`src/hw/noc_shell_cfg.svh`:
```
`ifndef NOC_SHELL_CFG_SVH
`define NOC_SHELL_CFG_SVH

// Block identity returned on the NoC ID readback
`define NOC_SHELL_NOC_ID 64'hDEAD_BEEF_0123_4567

// Port counts packed into the global parameters word
`define NOC_SHELL_IN_PORTS  1
`define NOC_SHELL_OUT_PORTS 1

// Readback word for any select the shell does not decode
`define NOC_SHELL_BAD_RB 64'h0BAD_C0DE_0BAD_C0DE

// Beats in a command or acknowledge packet (header + one word)
`define NOC_SHELL_CMD_BEATS 2

`endif

```
`src/hw/chdr_pkg.sv`:
```
package chdr_pkg;

   // Packet type, top two bits of the first-beat header
   typedef enum logic [1:0] {
      PKT_DATA = 2'd0,
      PKT_FC   = 2'd1,
      PKT_CMD  = 2'd2,
      PKT_ACK  = 2'd3
   } pkt_type_e;

   typedef struct packed {
      pkt_type_e   pkt_type;
      logic [1:0]  flags;
      logic [11:0] seqnum;
      logic [15:0] len;
      logic [15:0] src_sid;
      logic [15:0] dst_sid;
   } chdr_hdr_t;

   // Second beat of a command packet
   typedef struct packed {
      logic [23:0] pad;
      logic [7:0]  addr;
      logic [31:0] data;
   } cmd_word_t;

   // One bus beat, a header on the first beat and a command word after it
   typedef union packed {
      chdr_hdr_t hdr;
      cmd_word_t cmd;
   } chdr_beat_u;

endpackage

```
`src/hw/shell_regs_pkg.sv`:
```
package shell_regs_pkg;

   // Settings bus addresses owned by the shell
   localparam logic [7:0] SR_RB_ADDR      = 8'd124;
   localparam logic [7:0] SR_RB_ADDR_USER = 8'd125;
   localparam logic [7:0] SR_SRC_SID      = 8'd128;
   localparam logic [7:0] SR_NEXT_DST_SID = 8'd129;
   localparam logic [7:0] SR_CLEAR_TX_FC  = 8'd130;

   // Readback selects, written through SR_RB_ADDR
   typedef enum logic [2:0] {
      RB_NOC_ID          = 3'd0,
      RB_GLOBAL_PARAMS   = 3'd1,
      RB_BLOCK_PORT_SIDS = 3'd4,
      RB_USER_RB_DATA    = 3'd5
   } rb_sel_e;

endpackage

```
`src/hw/noc_shell_ifs.sv`:
```
`timescale 1ns/10ps

// Beat stream with valid/ready handshake
interface axis_if;
   import chdr_pkg::*;

   chdr_beat_u tdata;
   logic       tlast;
   logic       tvalid;
   logic       tready;

   modport src (output tdata, output tlast, output tvalid, input tready);
   modport snk (input tdata, input tlast, input tvalid, output tready);
endinterface

// Settings bus write side plus readback return
interface settings_if;
   logic        set_stb;
   logic [7:0]  set_addr;
   logic [31:0] set_data;
   logic        rb_valid;
   logic [63:0] rb_data;

   modport master (
      output set_stb, output set_addr, output set_data,
      input  rb_valid, input rb_data
   );
   modport slave (
      input  set_stb, input set_addr, input set_data,
      output rb_valid, output rb_data
   );
endinterface

```
`src/hw/pkt_type_demux.sv`:
```
`timescale 1ns/10ps

module pkt_type_demux (
   input  logic        clk,
   input  logic        reset,
   input  logic [63:0] i_tdata,
   input  logic        i_tlast,
   input  logic        i_tvalid,
   output logic        o_tready,
   output logic [63:0] o_data_tdata,
   output logic        o_data_tlast,
   output logic        o_data_tvalid,
   input  logic        i_data_tready,
   axis_if.src         o_cmd
);
   import chdr_pkg::*;

   chdr_beat_u in_beat;
   logic       first_beat;
   pkt_type_e  route_q;
   pkt_type_e  route;

   assign in_beat = i_tdata;

   // Route comes straight from the header on the first beat, then from the latch
   assign route = first_beat ? in_beat.hdr.pkt_type : route_q;

   always_ff @(posedge clk) begin
      if (reset) begin
         first_beat <= 1'b1;
         route_q    <= PKT_DATA;
      end else if (i_tvalid && o_tready) begin
         first_beat <= i_tlast;
         if (first_beat)
            route_q <= in_beat.hdr.pkt_type;
      end
   end

   assign o_data_tdata  = i_tdata;
   assign o_data_tlast  = i_tlast;
   assign o_data_tvalid = i_tvalid && (route == PKT_DATA);

   assign o_cmd.tdata  = in_beat;
   assign o_cmd.tlast  = i_tlast;
   assign o_cmd.tvalid = i_tvalid && (route == PKT_CMD);

   // FC and ACK packets are swallowed one beat per cycle
   always_comb begin
      case (route)
         PKT_DATA: o_tready = i_data_tready;
         PKT_CMD:  o_tready = o_cmd.tready;
         default:  o_tready = 1'b1;
      endcase
   end

endmodule

```
`src/hw/cmd_pkt_proc.sv`:
```
`timescale 1ns/10ps
`include "noc_shell_cfg.svh"

module cmd_pkt_proc (
   input  logic       clk,
   input  logic       reset,
   axis_if.snk        i_cmd,
   axis_if.src        o_ack,
   settings_if.master o_set
);
   import chdr_pkg::*;

   typedef enum logic [2:0] {
      S_HDR,
      S_WORD,
      S_STB,
      S_WAIT_RB,
      S_ACK_HDR,
      S_ACK_WORD
   } state_e;

   state_e      state;
   chdr_hdr_t   cmd_hdr;
   cmd_word_t   cmd_word;
   logic [63:0] rb_word;
   chdr_hdr_t   ack_hdr;
   logic        cmd_take;

   assign i_cmd.tready = (state == S_HDR) || (state == S_WORD);
   assign cmd_take     = i_cmd.tvalid && i_cmd.tready;

   //////////////////////////////////////////////////////////////////////
   // Command FSM
   //////////////////////////////////////////////////////////////////////
   always_ff @(posedge clk) begin
      if (reset) begin
         state <= S_HDR;
      end else begin
         case (state)
            S_HDR: begin
               // A lone header beat holds no command word, so it is dropped
               if (cmd_take && !i_cmd.tlast)
                  state <= S_WORD;
            end
            S_WORD: begin
               if (cmd_take)
                  state <= S_STB;
            end
            S_STB:   state <= S_WAIT_RB;
            // Readback was cleared by the strobe, so this waits for fresh data
            S_WAIT_RB: begin
               if (o_set.rb_valid)
                  state <= S_ACK_HDR;
            end
            S_ACK_HDR: begin
               if (o_ack.tready)
                  state <= S_ACK_WORD;
            end
            S_ACK_WORD: begin
               if (o_ack.tready)
                  state <= S_HDR;
            end
            default: state <= S_HDR;
         endcase
      end
   end

   always_ff @(posedge clk) begin
      if (cmd_take && (state == S_HDR))
         cmd_hdr <= i_cmd.tdata.hdr;
      if (cmd_take && (state == S_WORD))
         cmd_word <= i_cmd.tdata.cmd;
      if ((state == S_WAIT_RB) && o_set.rb_valid)
         rb_word <= o_set.rb_data;
   end

   assign o_set.set_stb  = (state == S_STB);
   assign o_set.set_addr = cmd_word.addr;
   assign o_set.set_data = cmd_word.data;

   //////////////////////////////////////////////////////////////////////
   // Acknowledge packet
   //////////////////////////////////////////////////////////////////////
   always_comb begin
      ack_hdr          = '0;
      ack_hdr.pkt_type = PKT_ACK;
      ack_hdr.seqnum   = cmd_hdr.seqnum;
      ack_hdr.len      = 16'(`NOC_SHELL_CMD_BEATS * 8);
      // SIDs swap so the ack returns to the sender
      ack_hdr.src_sid  = cmd_hdr.dst_sid;
      ack_hdr.dst_sid  = cmd_hdr.src_sid;
   end

   assign o_ack.tvalid = (state == S_ACK_HDR) || (state == S_ACK_WORD);
   assign o_ack.tlast  = (state == S_ACK_WORD);
   assign o_ack.tdata  = (state == S_ACK_WORD) ? chdr_beat_u'(rb_word)
                                               : chdr_beat_u'(ack_hdr);

endmodule

```
`src/hw/shell_regs.sv`:
```
`timescale 1ns/10ps
`include "noc_shell_cfg.svh"

module shell_regs (
   input  logic        clk,
   input  logic        reset,
   settings_if.slave   i_set,
   input  logic        i_rb_stb,
   input  logic [63:0] i_rb_data,
   output logic [7:0]  o_rb_addr,
   output logic [15:0] o_src_sid,
   output logic [15:0] o_next_dst_sid,
   output logic        o_clear_tx_seqnum
);
   import shell_regs_pkg::*;

   logic [2:0] rb_sel;

   //////////////////////////////////////////////////////////////////////
   // Setting registers
   //////////////////////////////////////////////////////////////////////
   always_ff @(posedge clk) begin
      if (reset) begin
         rb_sel            <= 3'd0;
         o_rb_addr         <= 8'd0;
         o_src_sid         <= 16'd0;
         o_next_dst_sid    <= 16'd0;
         o_clear_tx_seqnum <= 1'b0;
      end else begin
         o_clear_tx_seqnum <= i_set.set_stb && (i_set.set_addr == SR_CLEAR_TX_FC);
         if (i_set.set_stb) begin
            case (i_set.set_addr)
               SR_RB_ADDR:      rb_sel         <= i_set.set_data[2:0];
               SR_RB_ADDR_USER: o_rb_addr      <= i_set.set_data[7:0];
               SR_SRC_SID:      o_src_sid      <= i_set.set_data[15:0];
               SR_NEXT_DST_SID: o_next_dst_sid <= i_set.set_data[15:0];
               default: ;
            endcase
         end
      end
   end

   //////////////////////////////////////////////////////////////////////
   // Registered readback mux
   //////////////////////////////////////////////////////////////////////

   // Any write drops valid so the old word is never mistaken for the new one
   always_ff @(posedge clk) begin
      if (reset || i_set.set_stb)
         i_set.rb_valid <= 1'b0;
      else
         i_set.rb_valid <= (rb_sel == RB_USER_RB_DATA) ? i_rb_stb : 1'b1;
   end

   always_ff @(posedge clk) begin
      case (rb_sel)
         RB_NOC_ID:          i_set.rb_data <= `NOC_SHELL_NOC_ID;
         RB_GLOBAL_PARAMS:   i_set.rb_data <= {48'd0, 3'd0, 5'(`NOC_SHELL_IN_PORTS),
                                               3'd0, 5'(`NOC_SHELL_OUT_PORTS)};
         RB_BLOCK_PORT_SIDS: i_set.rb_data <= {o_src_sid, o_next_dst_sid, 32'd0};
         RB_USER_RB_DATA:    i_set.rb_data <= i_rb_data;
         default:            i_set.rb_data <= `NOC_SHELL_BAD_RB;
      endcase
   end

endmodule

```
`src/hw/pkt_out_arbiter.sv`:
```
`timescale 1ns/10ps

module pkt_out_arbiter (
   input  logic        clk,
   input  logic        reset,
   axis_if.snk         i_ack,
   input  logic [63:0] i_src_tdata,
   input  logic        i_src_tlast,
   input  logic        i_src_tvalid,
   output logic        o_src_tready,
   output logic [63:0] o_tdata,
   output logic        o_tlast,
   output logic        o_tvalid,
   input  logic        i_tready
);

   logic        last_src;      // 1 when the stream source was granted last
   logic        locked;
   logic        sel;
   logic        sel_valid;
   logic        sel_last;
   logic [63:0] sel_data;
   logic        can_load;
   logic        take;

   // Grant stays put mid-packet, alternates when both sides wait
   always_comb begin
      if (locked)
         sel = last_src;
      else if (i_ack.tvalid && i_src_tvalid)
         sel = ~last_src;
      else
         sel = i_src_tvalid;
   end

   assign sel_valid = sel ? i_src_tvalid : i_ack.tvalid;
   assign sel_last  = sel ? i_src_tlast  : i_ack.tlast;
   assign sel_data  = sel ? i_src_tdata  : i_ack.tdata;

   // Output register refills when empty or draining this cycle
   assign can_load     = !o_tvalid || i_tready;
   assign take         = can_load && sel_valid;
   assign i_ack.tready = can_load && !sel;
   assign o_src_tready = can_load && sel;

   always_ff @(posedge clk) begin
      if (reset) begin
         last_src <= 1'b0;
         locked   <= 1'b0;
         o_tvalid <= 1'b0;
      end else begin
         if (take) begin
            last_src <= sel;
            locked   <= !sel_last;
         end
         if (can_load)
            o_tvalid <= sel_valid;
      end
   end

   always_ff @(posedge clk) begin
      if (take) begin
         o_tdata <= sel_data;
         o_tlast <= sel_last;
      end
   end

endmodule

```
`src/hw/noc_shell.sv`:
```
`timescale 1ns/10ps

module noc_shell (
   input  logic        clk,
   input  logic        reset,
   // Crossbar side
   input  logic [63:0] i_i_tdata,
   input  logic        i_i_tlast,
   input  logic        i_i_tvalid,
   output logic        o_i_tready,
   output logic [63:0] o_o_tdata,
   output logic        o_o_tlast,
   output logic        o_o_tvalid,
   input  logic        i_o_tready,
   // Stream sink and source
   output logic [63:0] o_str_sink_tdata,
   output logic        o_str_sink_tlast,
   output logic        o_str_sink_tvalid,
   input  logic        i_str_sink_tready,
   input  logic [63:0] i_str_src_tdata,
   input  logic        i_str_src_tlast,
   input  logic        i_str_src_tvalid,
   output logic        o_str_src_tready,
   // Settings bus and user readback
   output logic        o_set_stb,
   output logic [7:0]  o_set_addr,
   output logic [31:0] o_set_data,
   input  logic        i_rb_stb,
   input  logic [63:0] i_rb_data,
   output logic [7:0]  o_rb_addr,
   output logic [15:0] o_src_sid,
   output logic [15:0] o_next_dst_sid,
   output logic        o_clear_tx_seqnum
);

   axis_if     cmd_s ();
   axis_if     ack_s ();
   settings_if set_bus ();

   pkt_type_demux pkt_type_demux_i (
      .clk           (clk),
      .reset         (reset),
      .i_tdata       (i_i_tdata),
      .i_tlast       (i_i_tlast),
      .i_tvalid      (i_i_tvalid),
      .o_tready      (o_i_tready),
      .o_data_tdata  (o_str_sink_tdata),
      .o_data_tlast  (o_str_sink_tlast),
      .o_data_tvalid (o_str_sink_tvalid),
      .i_data_tready (i_str_sink_tready),
      .o_cmd         (cmd_s)
   );

   cmd_pkt_proc cmd_pkt_proc_i (
      .clk   (clk),
      .reset (reset),
      .i_cmd (cmd_s),
      .o_ack (ack_s),
      .o_set (set_bus)
   );

   shell_regs shell_regs_i (
      .clk               (clk),
      .reset             (reset),
      .i_set             (set_bus),
      .i_rb_stb          (i_rb_stb),
      .i_rb_data         (i_rb_data),
      .o_rb_addr         (o_rb_addr),
      .o_src_sid         (o_src_sid),
      .o_next_dst_sid    (o_next_dst_sid),
      .o_clear_tx_seqnum (o_clear_tx_seqnum)
   );

   pkt_out_arbiter pkt_out_arbiter_i (
      .clk          (clk),
      .reset        (reset),
      .i_ack        (ack_s),
      .i_src_tdata  (i_str_src_tdata),
      .i_src_tlast  (i_str_src_tlast),
      .i_src_tvalid (i_str_src_tvalid),
      .o_src_tready (o_str_src_tready),
      .o_tdata      (o_o_tdata),
      .o_tlast      (o_o_tlast),
      .o_tvalid     (o_o_tvalid),
      .i_tready     (i_o_tready)
   );

   // Every settings write is also visible to the user logic
   assign o_set_stb  = set_bus.set_stb;
   assign o_set_addr = set_bus.set_addr;
   assign o_set_data = set_bus.set_data;

endmodule

```
`config.mk`:
```
export PLATFORM = sky130hd
export DESIGN_NAME = noc_shell
export DESIGN_NICKNAME = d
export VERILOG_FILES = /design/src/hw/chdr_pkg.sv /design/src/hw/shell_regs_pkg.sv /design/src/hw/noc_shell_ifs.sv /design/src/hw/pkt_type_demux.sv /design/src/hw/cmd_pkt_proc.sv /design/src/hw/shell_regs.sv /design/src/hw/pkt_out_arbiter.sv /design/src/hw/noc_shell.sv
export VERILOG_INCLUDE_DIRS = /design/src /design/src/hw
export SDC_FILE = /design/constraint.sdc
export NUM_CORES = 1
export LEC_CHECK = 0
export BUFFER_PORTS_ARGS = -buffer_cell sky130_fd_sc_hd__buf_2
export CORE_MARGIN = 2
export CORE_UTILIZATION = 40
export DETAILED_ROUTE_END_ITERATION = 8
export GPL_ROUTABILITY_DRIVEN = 0
export MAX_ROUTING_LAYER = met4
export PLACE_DENSITY_LB_ADDON = 0.3
export SLEW_MARGIN = 5
export SYNTH_ARGS = -nofsm -noshare
export SYNTH_HDL_FRONTEND = slang
export SYNTH_SLANG_ARGS = --single-unit
```
`constraint.sdc`:
```
create_clock -name clk -period 11 [get_ports clk]
set_input_delay 1.65 -clock clk [delete_from_list [all_inputs] [get_ports clk]]
set_output_delay 1.65 -clock clk [all_outputs]
set_load 0.05 [all_outputs]
```
==> results.py <==
metrics = {
    "critical_path": {
        "critical_path_arrival_ns": 2.60,
        "crit_required_ns": 9.35,
        "gate_family_responsible_for_the_most_delay_along_the_worst_path": "multiplexers",
        "cp_slowest_cell": "mux2i_1",
        "cp_max_fo": 5,
        "crit_path_end_kind": "output port",
        "timing.critical_path.cells": "buf_2, mux2i_1, mux2i_1, nand2_1, buf_2",
        "start_kind": "input pin",
        "timing.critical_path.buf_inv": 2,
        "worst_path_largest_cell_delay_ns": 0.34,
        "critPathKind": "in -> out",
    },
    "cells_and_area": {
        "syn_to_final_growth_pct": 24.3,
        "filler_cell_count": 2782,
        "area_of_the_multi_input_gates_um2": 3020,
        "drive_above_1_share_pct": 36.4,
        "finalNetCount": 1494,
        "sequential_cell_area_um2": 8760,
        "layout.cells.non_filler": 1717,
    },
    "pwr": {
        "power.static_leakage_nw": 6.75,
        "vdd_ir_drop_max_v": 0.000134,
        "design_power_total_mw": 2.84,
        "power_density_nw_per_um2": 182,
    },
    "clocking": {
        "clk_path_buf_depth": 3,
        "cts-hold-fix-buffers": 0,
        "post-cts-setup-buffer-count": 0,
        "worst_skew_late_latency_ns": 0.50,
        "cts.sinks": 331,
        "post_cts.resized_instances": 0,
        "htreeDepth": 2,
        "cts_made_buffers": 36,
        "tritoncts": "yes",
        "clock-root-buffer": "clkbuf_16",
        "cts.reportedPaths.clkPinSlew_ns": 0.06,
    },
    "logic_synthesis": {
        "postSynthCellCount": 964,
        "synth-seq-cells": 331,
        "syn_nets": 1165,
        "synth_flop_cell": "edfxtp_1",
        "ffs_w_async_s_r_synth_pct": 0,
        "warning_count_from_the_yosys_run": 0,
        "synthDominantCellAreaShare_pct": 51.0,
        "synth_enable_flop_cells": 213,
        "synth_most_common_cell": "edfxtp_1",
        "mapped_avg_cell_area_um2": 13.0,
        "synth_commonest_cells": "edfxtp_1, dfxtp_1, nand2_1, mux2i_1, o21ai_0",
        "synth_cell_types": 47,
        "yosys.area.top_type": "edfxtp_1",
        "synth_seq_area_share_pct": 69.8,
        "synth_area_leaders": "edfxtp_1, dfxtp_1, mux2i_1, buf_4, nand2_1",
        "synth_area_um2": 12500,
    },
    "global_route": {
        "grt_first_pass_wirelength_um": 49900,
        "grtUsageTotal_pct": 20.8,
        "antenna_found_initial": 2,
        "globalRoute.totalOverflow": 0,
        "pin_count_of_the_biggest_net_entering_global_routing": 78,
        "vias_in_the_first_global_route": 8400,
    },
    "sta": {
        "report.final.hold_viol_count": 0,
        "setup_viol_count_final": 0,
        "fin_crit_ns": 4.25,
        "slew_headroom_pct": 20.3,
        "clock-skew-final_ns": 0.0120,
        "finalMaxSlewViolations": 0,
        "setup_ws_ns": 6.75,
        "final_min_period_over_clock_period_pct": 38.7,
        "worstMarginPinSlew_ns": 1.20,
        "grt_setup_unrepaired": "false",
        "achievable-frequency_ghz": 0.235,
        "setup_total_negative_slack_ns": 0,
    },
    "route": {
        "via_count": 8360,
        "drt-pass1-iter-count": 7,
        "antenna_left": 0,
        "detail_route.wl_per_cell_um": 19.7,
        "detail_route.wirelength_um": 33800,
        "vias_per_cell": 4.87,
        "drc": 0,
        "initialDrtViolationCount": 565,
    },
    "job": {
        "drv_cap": 0,
    },
    "floorplanning": {
        "dieHeight_um": 181,
        "core.rowCount": 64,
        "fp.dieW_um": 181,
        "coreArea_um2": 30700,
        "die_area_um2": 32800,
        "floorplan.initialDensity_pct": 40.8,
        "pin_count": 417,
    },
    "placed_design": {
        "place.detailed.hpwl_um": 23400,
        "placedCellCount": 1651,
        "buffer_ports.inserted": 396,
        "dp_slack_ns": 6.76,
    },
    "run_status": {
        "run_status": "completed",
    },
    "worst_hold_path": {
        "min-delay-path-class": "reg -> reg",
    },
}
-- cells by family (layout without fill, tap and decap cells) --
logic type             after synthesis  in the layout  share of synthesized area [%]
multiplexers                       101            101                           8.10
buffers and inverters              134            489                           6.39
AO/OA/AOI/OAI                      145            145                           6.51
other                                0              2                              0
AND/OR/NAND/NOR                    253            253                           9.17
flip-flops                         331            331                           69.8
-- cell type report --
type	instances	share of cell area, %
inverter	17	0.417
clock buffer	51	6.60
sequential	331	56.2
timing repair buffer	408	13.3
antenna	2	0.0321
multi-input combinational	499	19.4
clock inverter	13	0.899
tap	396	3.18
-- registers in the layout (all words and copies together) (netlist names) --
name                            cells
shell_regs_i.o_next_dst_sid        16
pkt_out_arbiter_i.last_src          1
cmd_pkt_proc_i.state                3
pkt_out_arbiter_i.o_tdata          64
shell_regs_i.i_set.rb_valid         1
pkt_type_demux_i.route_q            2
shell_regs_i.rb_sel                 3
shell_regs_i.o_clear_tx_seqnum      1
cmd_pkt_proc_i.o_set.set_addr       8
shell_regs_i.i_set.rb_data         64
cmd_pkt_proc_i.ack_hdr             44
pkt_type_demux_i.first_beat         1
cmd_pkt_proc_i.rb_word             64
pkt_out_arbiter_i.o_tvalid          1
shell_regs_i.o_src_sid             16
shell_regs_i.o_rb_addr              8
pkt_out_arbiter_i.o_tlast           1
pkt_out_arbiter_i.locked            1
cmd_pkt_proc_i.o_set.set_data      32
-- layer usage --
metal | global-route usage (%) | up-vias | wire length, µm | share of wire (%)
met1 | 25.4 | 3974 | 14100 | 42
li1 | - | 3990 | - | -
met4 | 6.34 | 0 | 893 | 2.6
met2 | 34.9 | 335 | 16500 | 49
met5 | - | - | 0 | 0
met3 | 4.27 | 61 | 2290 | 6.8
-- path summary, 6_finish.rpt --
check	cells after the start	to	startpoint	slack, ns
min	0	cmd_pkt_proc_i.rb_word[3]$_DFFE_PP_	shell_regs_i.i_set.rb_data[3]$_DFF_P_	0.40
min reg2reg	0	cmd_pkt_proc_i.rb_word[3]$_DFFE_PP_	shell_regs_i.i_set.rb_data[3]$_DFF_P_	0.40
max reg2reg	6	pkt_out_arbiter_i.locked$_SDFFE_PP0P_	cmd_pkt_proc_i.state[1]$_SDFFE_PP0P_	7.95
max	5	o_i_tready	i_i_tdata[63]	6.75
-- worst reg2reg max path, stage by stage, from the launching register on --
cell and delay [ns]:
dfxtp_1 0.58, and2b_1 0.32, a31oi_4 0.20, buf_4 0.47
buf_4 0.69, mux2_2 0.50, o31ai_1 0.19
-- power by group --
group	internal [mW]	total [mW]	switching [mW]
registers	1.36	1.37	0.0116
logic	0.0685	0.287	0.219
clock network	0.721	1.18	0.460
-- cells in the final DEF, fill, tap and decap left out, drive strengths merged, types with 2 or more instances in the layout --
master | netlist | routed
and2 | 14 | 14
nor3 | 2 | 2
nand2b | 21 | 21
a41oi | 2 | 2
nor2 | 77 | 77
nand3 | 3 | 3
a21o | 19 | 19
a21oi | 33 | 33
mux2 | 4 | 4
clkinv | 0 | 10
nand2 | 116 | 116
nor4 | 2 | 2
nand4 | 3 | 3
a31oi | 2 | 2
a211oi | 2 | 2
edfxtp | 213 | 213
clkbuf | 31 | 51
nand3b | 2 | 2
buf | 86 | 408
nor3b | 2 | 2
bufinv | 0 | 3
o21ai | 80 | 80
inv | 17 | 17
mux2i | 97 | 97
dfxtp | 118 | 118
diode | 0 | 2
nor4b | 2 | 2
-- through the flow --
step,util (%),instance area (µm²),hold WS [ns]
after floorplan,-,12500,0.386
after global placement,46.9,14400,0.386
after detailed placement,46.9,14400,0.389
after CTS,50.7,15600,0.399
after global routing,50.7,15600,0.407
final,50.7,15600,0.400
(Power assumes the default switching activity.)
